## src/div_pkg.sv

```systemverilog
package div_pkg;

    // operand, quotient and remainder width
    localparam int unsigned DIV_WIDTH = 16;

    // iteration counter covers steps 0..15
    localparam int unsigned COUNT_WIDTH = 4;

    // counter value during the final iteration
    localparam logic [COUNT_WIDTH-1:0] LAST_STEP = COUNT_WIDTH'(15);

    // controller states
    // DONE holds ack until the requester drops req
    typedef enum logic [1:0]
    {
        IDLE    = 2'b00,
        PROCESS = 2'b01,
        DONE    = 2'b10
    } ctrl_state_e;

endpackage

```

## src/div_controller.sv

```systemverilog
`timescale 1ns/1ps

module div_controller
(
    input  logic clk,
    input  logic reset,
    input  logic req,
    input  logic count_16,
    input  logic msb_remainder,
    output logic ack,
    output logic enable,
    output logic select_aq,
    output logic update_quotient
);

    import div_pkg::*;

    ctrl_state_e current_state;
    ctrl_state_e next_state;

    // state register
    always_ff @(posedge clk or negedge reset)
    begin
        if (!reset)
        begin
            current_state <= IDLE;
        end
        else
        begin
            current_state <= next_state;
        end
    end

    // ack registered off the next state
    // rises on the edge that enters DONE, falls on the edge that leaves it
    always_ff @(posedge clk or negedge reset)
    begin
        if (!reset)
        begin
            ack <= 1'b0;
        end
        else
        begin
            ack <= (next_state == DONE);
        end
    end

    // next state and datapath controls
    always_comb
    begin
        next_state      = current_state;
        enable          = 1'b0;
        select_aq       = 1'b0;
        update_quotient = 1'b0;
        case (current_state)
            IDLE:
            begin
                // load edge: a cleared, q and m take the operands
                if (req)
                begin
                    enable     = 1'b1;
                    next_state = PROCESS;
                end
            end
            PROCESS:
            begin
                enable          = 1'b1;
                select_aq       = 1'b1;
                // keep the difference only if the trial subtraction stayed positive
                update_quotient = ~msb_remainder;
                if (count_16)
                begin
                    next_state = DONE;
                end
            end
            DONE:
            begin
                // results frozen while the requester holds req
                if (!req)
                begin
                    next_state = IDLE;
                end
            end
            default:
            begin
                next_state = IDLE;
            end
        endcase
    end

    // four-phase rule, ack holds as long as req does
    assert property (@(posedge clk) disable iff (!reset)
        (ack && req) |=> ack);

    // no datapath or counter activity while ack presents the results
    assert property (@(posedge clk) disable iff (!reset)
        ack |-> !enable);

endmodule

```

## src/div_counter.sv

```systemverilog
`timescale 1ns/1ps

module div_counter
(
    input  logic clk,
    input  logic reset,
    input  logic enable,
    input  logic select_aq,
    output logic count_16
);

    import div_pkg::*;

    logic [COUNT_WIDTH-1:0] count;

    // clear on load, step once per iteration
    always_ff @(posedge clk or negedge reset)
    begin
        if (!reset)
        begin
            count <= '0;
        end
        else if (enable && !select_aq)
        begin
            count <= '0;
        end
        else if (enable && select_aq && (count != LAST_STEP))
        begin
            count <= count + 1'b1;
        end
    end

    // high during the sixteenth iteration
    assign count_16 = (count == LAST_STEP);

    // controller must stop stepping once the last iteration has run
    assert property (@(posedge clk) disable iff (!reset)
        (enable && select_aq && (count == LAST_STEP)) |=> !(enable && select_aq));

endmodule

```

## src/div_datapath.sv

```systemverilog
`timescale 1ns/1ps

module div_datapath
(
    input  logic                       clk,
    input  logic                       reset,
    input  logic                       enable,
    input  logic                       select_aq,
    input  logic                       update_quotient,
    input  logic [div_pkg::DIV_WIDTH-1:0] dividend,
    input  logic [div_pkg::DIV_WIDTH-1:0] divisor,
    output logic                       msb_remainder,
    output logic [div_pkg::DIV_WIDTH-1:0] quotient,
    output logic [div_pkg::DIV_WIDTH-1:0] remainder
);

    import div_pkg::*;

    // partial remainder, one guard bit for the sign of the trial subtraction
    logic [DIV_WIDTH:0]   a_reg;
    // quotient, starts out holding the dividend
    logic [DIV_WIDTH-1:0] q_reg;
    // divisor
    logic [DIV_WIDTH-1:0] m_reg;

    logic [DIV_WIDTH:0]   shifted_a;
    logic [DIV_WIDTH:0]   diff;

    // {a, q} shifted left by one, msb of q moves into a
    assign shifted_a = {a_reg[DIV_WIDTH-1:0], q_reg[DIV_WIDTH-1]};

    // trial subtraction
    assign diff = shifted_a - {1'b0, m_reg};

    // set when the trial went negative
    assign msb_remainder = diff[DIV_WIDTH];

    always_ff @(posedge clk or negedge reset)
    begin
        if (!reset)
        begin
            a_reg <= '0;
            q_reg <= '0;
            m_reg <= '0;
        end
        else if (enable)
        begin
            if (!select_aq)
            begin
                // load edge, operands sampled only here
                a_reg <= '0;
                q_reg <= dividend;
                m_reg <= divisor;
            end
            else
            begin
                // keep difference or restore the shifted value
                if (update_quotient)
                begin
                    a_reg <= diff;
                end
                else
                begin
                    a_reg <= shifted_a;
                end
                // new quotient bit enters at the bottom
                q_reg <= {q_reg[DIV_WIDTH-2:0], update_quotient};
            end
        end
    end

    // values held from ack until the next load
    assign quotient  = q_reg;
    assign remainder = a_reg[DIV_WIDTH-1:0];

    // accepting the difference must leave a partial remainder below the divisor
    // m of zero is the divide-by-zero case, skipped
    assert property (@(posedge clk) disable iff (!reset)
        (enable && select_aq && update_quotient && (m_reg != '0))
            |=> (a_reg < {1'b0, m_reg}));

endmodule

```

## src/divider_top.sv

```systemverilog
`timescale 1ns/1ps

module divider_top
(
    input  logic                       clk,
    input  logic                       reset,
    input  logic                       req,
    input  logic [div_pkg::DIV_WIDTH-1:0] dividend,
    input  logic [div_pkg::DIV_WIDTH-1:0] divisor,
    output logic                       ack,
    output logic [div_pkg::DIV_WIDTH-1:0] quotient,
    output logic [div_pkg::DIV_WIDTH-1:0] remainder
);

    // controller outputs, shared by counter and datapath
    logic enable;
    logic select_aq;
    logic update_quotient;

    // status back to the controller
    logic count_16;
    logic msb_remainder;

    // handshake and sequencing
    div_controller div_controller_i
    (
        .clk             (clk),
        .reset           (reset),
        .req             (req),
        .count_16        (count_16),
        .msb_remainder   (msb_remainder),
        .ack             (ack),
        .enable          (enable),
        .select_aq       (select_aq),
        .update_quotient (update_quotient)
    );

    // sixteen-step iteration count
    div_counter div_counter_i
    (
        .clk       (clk),
        .reset     (reset),
        .enable    (enable),
        .select_aq (select_aq),
        .count_16  (count_16)
    );

    // shift-and-subtract registers
    div_datapath div_datapath_i
    (
        .clk             (clk),
        .reset           (reset),
        .enable          (enable),
        .select_aq       (select_aq),
        .update_quotient (update_quotient),
        .dividend        (dividend),
        .divisor         (divisor),
        .msb_remainder   (msb_remainder),
        .quotient        (quotient),
        .remainder       (remainder)
    );

endmodule

```

## config.mk

```make
export PLATFORM = sky130hd
export DESIGN_NAME = divider_top
export DESIGN_NICKNAME = d
export VERILOG_FILES = /design/src/div_pkg.sv /design/src/div_controller.sv /design/src/div_counter.sv /design/src/div_datapath.sv /design/src/divider_top.sv
export SDC_FILE = /design/constraint.sdc
export NUM_CORES = 1
export LEC_CHECK = 0
export BUFFER_PORTS_ARGS = -buffer_cell sky130_fd_sc_hd__buf_2
export CAP_MARGIN = 40
export CORE_MARGIN = 10
export CORE_UTILIZATION = 55
export CTS_CLUSTER_DIAMETER = 30
export DETAILED_ROUTE_END_ITERATION = 6
export PLACE_DENSITY = 0.77
export SYNTH_ARGS = -nofsm -noshare
export SYNTH_HDL_FRONTEND = slang
export SYNTH_HIERARCHICAL = 1
export SYNTH_SLANG_ARGS = --single-unit
```

## constraint.sdc

```tcl
create_clock -name clk -period 10.75 [get_ports clk]
set_clock_uncertainty 0.2 [all_clocks]
set_input_delay 0 -clock clk [delete_from_list [all_inputs] [get_ports clk]]
set_output_delay 0 -clock clk [all_outputs]
set_load 0.005 [all_outputs]
```

==> out/metrics.yaml <==
fin_util_pct: 73.2
ys_top_cells_by_count: "dfrtp_1, a21oi_1, nand2_1"
worst_slack_ns: 6.75
clock_latency_ns: 0.32
synth_most_common_cell: "dfrtp_1"
area_growth_pct: 26.2
antenna_found_initial: 0
tritoncts: "done"
start_kind: "flop"
fillers: 443
hold_viol: 0
htree_levels: 2
placed_area_um2: 3650
yosysWarningCount: 6
rows: 27
io_buffers: 67
place_congestion: 0.869
end_kind: "flop"
vias_per_cell: 5.61
status: "finished, final reports clean"
drtAntennaViolNets: 0
wl_per_cell_um: 15.4
clock_path_buffers: 2
drive_above_1_share_pct: 19.2
synthDistinctLibCells: 47
clk_pin_slew_worst_paths_ns: 0.11
synthArstFlopShare_pct: 100
p_per_area_nw_per_um2: 379
syn_inst: 364
core_um2: 5610
p_total_mw: 1.56
finalNonFillerCells: 531
max_cap_violations: 0
n_antenna_cell: 0
crit_required_ns: 10.80
grt_overflow: 0
yosysSeqAreaShare_pct: 42.3
chipWidth_um: 96.9
netlist_area_um2: 3250
grt_max_degree: 62
root_buffer: "clkbuf_8"
dp_cells: 489
cts_buffers: 5
fmax_mhz: 250
ctsResizeCount: 0
track_usage_pct: 17.4
route.vias.total: 2978
p_leak_nw: 2.02
cp_max_fo: 17
start_util_pct: 58.0
ys_ff_latch: 55
grt_pass1_wl_mm: 14.2
synth_edf_count: 0
setup_viol: 0
synth_area_leader_cell: "dfrtp_1"
syn_avg_cell_area_um2: 8.94
worst_pin_slew_ns: 0.866
synth_area_leaders: "dfrtp_1, ha_1, a21oi_1"
die-height_um: 96.9
grt_pass1_vias: 2956
critical_path_class: "reg2reg"
cp_data_arrival_time_ns: 4.05
place_ws_ns: 6.78
hp-class: "in2async"
rsz0062_at_grt: "no"
hpwl_mm: 5.65
dr.pass1.iters: 5
period_needed_ns: 4.00
cts.sinks: 55
dieArea_um2: 9390
ys.flop_type: "dfrtp_1"
min_period_over_period_pct: 37.2
drcViolationCount: 0
io_pins: 68
worst_hold_slack_ns: 0.144
peakVddDrop_mv: 0.245
drt-total-wl_mm: 8.20
fin_nets: 511
synth_top_area_share_pct: 42.3
finalSetupTns_ns: 0
max_slew_margin_pct: 42.1
synthesis.nets: 417
drtIter0Drc: 186
fin_area_um2: 4110
maxSlewViolCount: 0
cell families (layout without fill, tap and decap cells):
kind of cell / after synthesis / count (layout) / share of synthesized area [%]
AO/OA/AOI/OAI: 114 / 114 / 21.5
XOR/XNOR: 10 / 10 / 2.69
adder cells (fa/ha/maj): 18 / 18 / 7.15
buffers and inverters: 46 / 141 / 5.38
flip-flops: 55 / 55 / 42.3
multiplexers: 19 / 19 / 5.88
AND/OR/NAND/NOR: 102 / 102 / 15.1
routing by layer:
| metal | vias to the layer above | wire length [µm] | global-route usage, % |
|---|---|---|---|
| met2 | 101 | 3930 | 28.9 |
| met1 | 1397 | 3630 | 21.9 |
| met3 | 15 | 492 | 4.12 |
| li1 | 1465 | - | - |
| met4 | 0 | 149 | 4.74 |
| met5 | - | 0 | 0 |
path summary, 6_finish.rpt:
kind                                        startpoint                        to  slack (ns)  depth (start not counted)
hold reg to reg                div_datapath_i/m_reg[0]   div_datapath_i/m_reg[0]        0.32                          2
setup reg to reg           div_datapath_i/quotient[15]  div_datapath_i/a_reg[13]        6.75                         13
setup / recovery           div_datapath_i/quotient[15]  div_datapath_i/a_reg[13]        6.75                         13
min in group clk                           divisor[14]  div_datapath_i/m_reg[14]        0.22                          4
max in group asynchronous                        reset   div_datapath_i/a_reg[2]        9.75                          3
hold / removal                                   reset    div_counter_i/count[2]        0.14                          3
timing repair:
| item | 4_1_cts | 5_1_grt |
|---|---|---|
| setup buffers | 0 | 0 |
| hold buffers | 34 | 0 |
| hold endpoints to repair | 90 | 0 |
where the power goes:
group          switching, mW  internal [mW]
combinational          0.597          0.431
sequential            0.0747          0.315
clock                 0.0702         0.0695
total                  0.742          0.816
worst max-delay path: stages (launching register included):
cell      delay, ns
dfrtp_1        0.39
inv_1          0.05
ha_1           0.24
fa_1           0.42
o21ai_1        0.22
a221oi_2       0.14
o21ai_1        0.27
nand3_1        0.11
a21o_1         0.18
xor2_1         0.13
and2b_1        0.50
nand3_1        0.40
or4_1          0.61
nand3_1        0.08
final cells by class:
type / count / area [µm²] / area share [%]
clock inverter: 3 / 43.8 / 1.07
timing repair buffer: 104 / 706 / 17.2
sequential: 55 / 1380 / 33.5
clock buffer: 5 / 68.8 / 1.68
tap: 72 / 90.1 / 2.19
multi-input combinational: 263 / 1710 / 41.7
inverter: 29 / 109 / 2.65
cell usage in the layout (no fill, tap or decap), types with 3 or more instances in the layout:
master	n
buf_2	67
dfrtp_1	55
a21oi_1	41
dlygate4sd3_1	34
nand2_1	33
nor2_1	28
inv_1	28
o21ai_0	27
mux2i_1	18
ha_1	17
o21ai_1	14
nand3_1	12
nand2b_1	7
xor2_1	7
clkbuf_8	5
o22ai_1	5
o2bb2ai_1	4
nor2b_1	4
and3_1	3
nor3b_1	3
a31oi_1	3
xnor2_1	3
No activity file was read; power rests on OpenSTA's default activity.
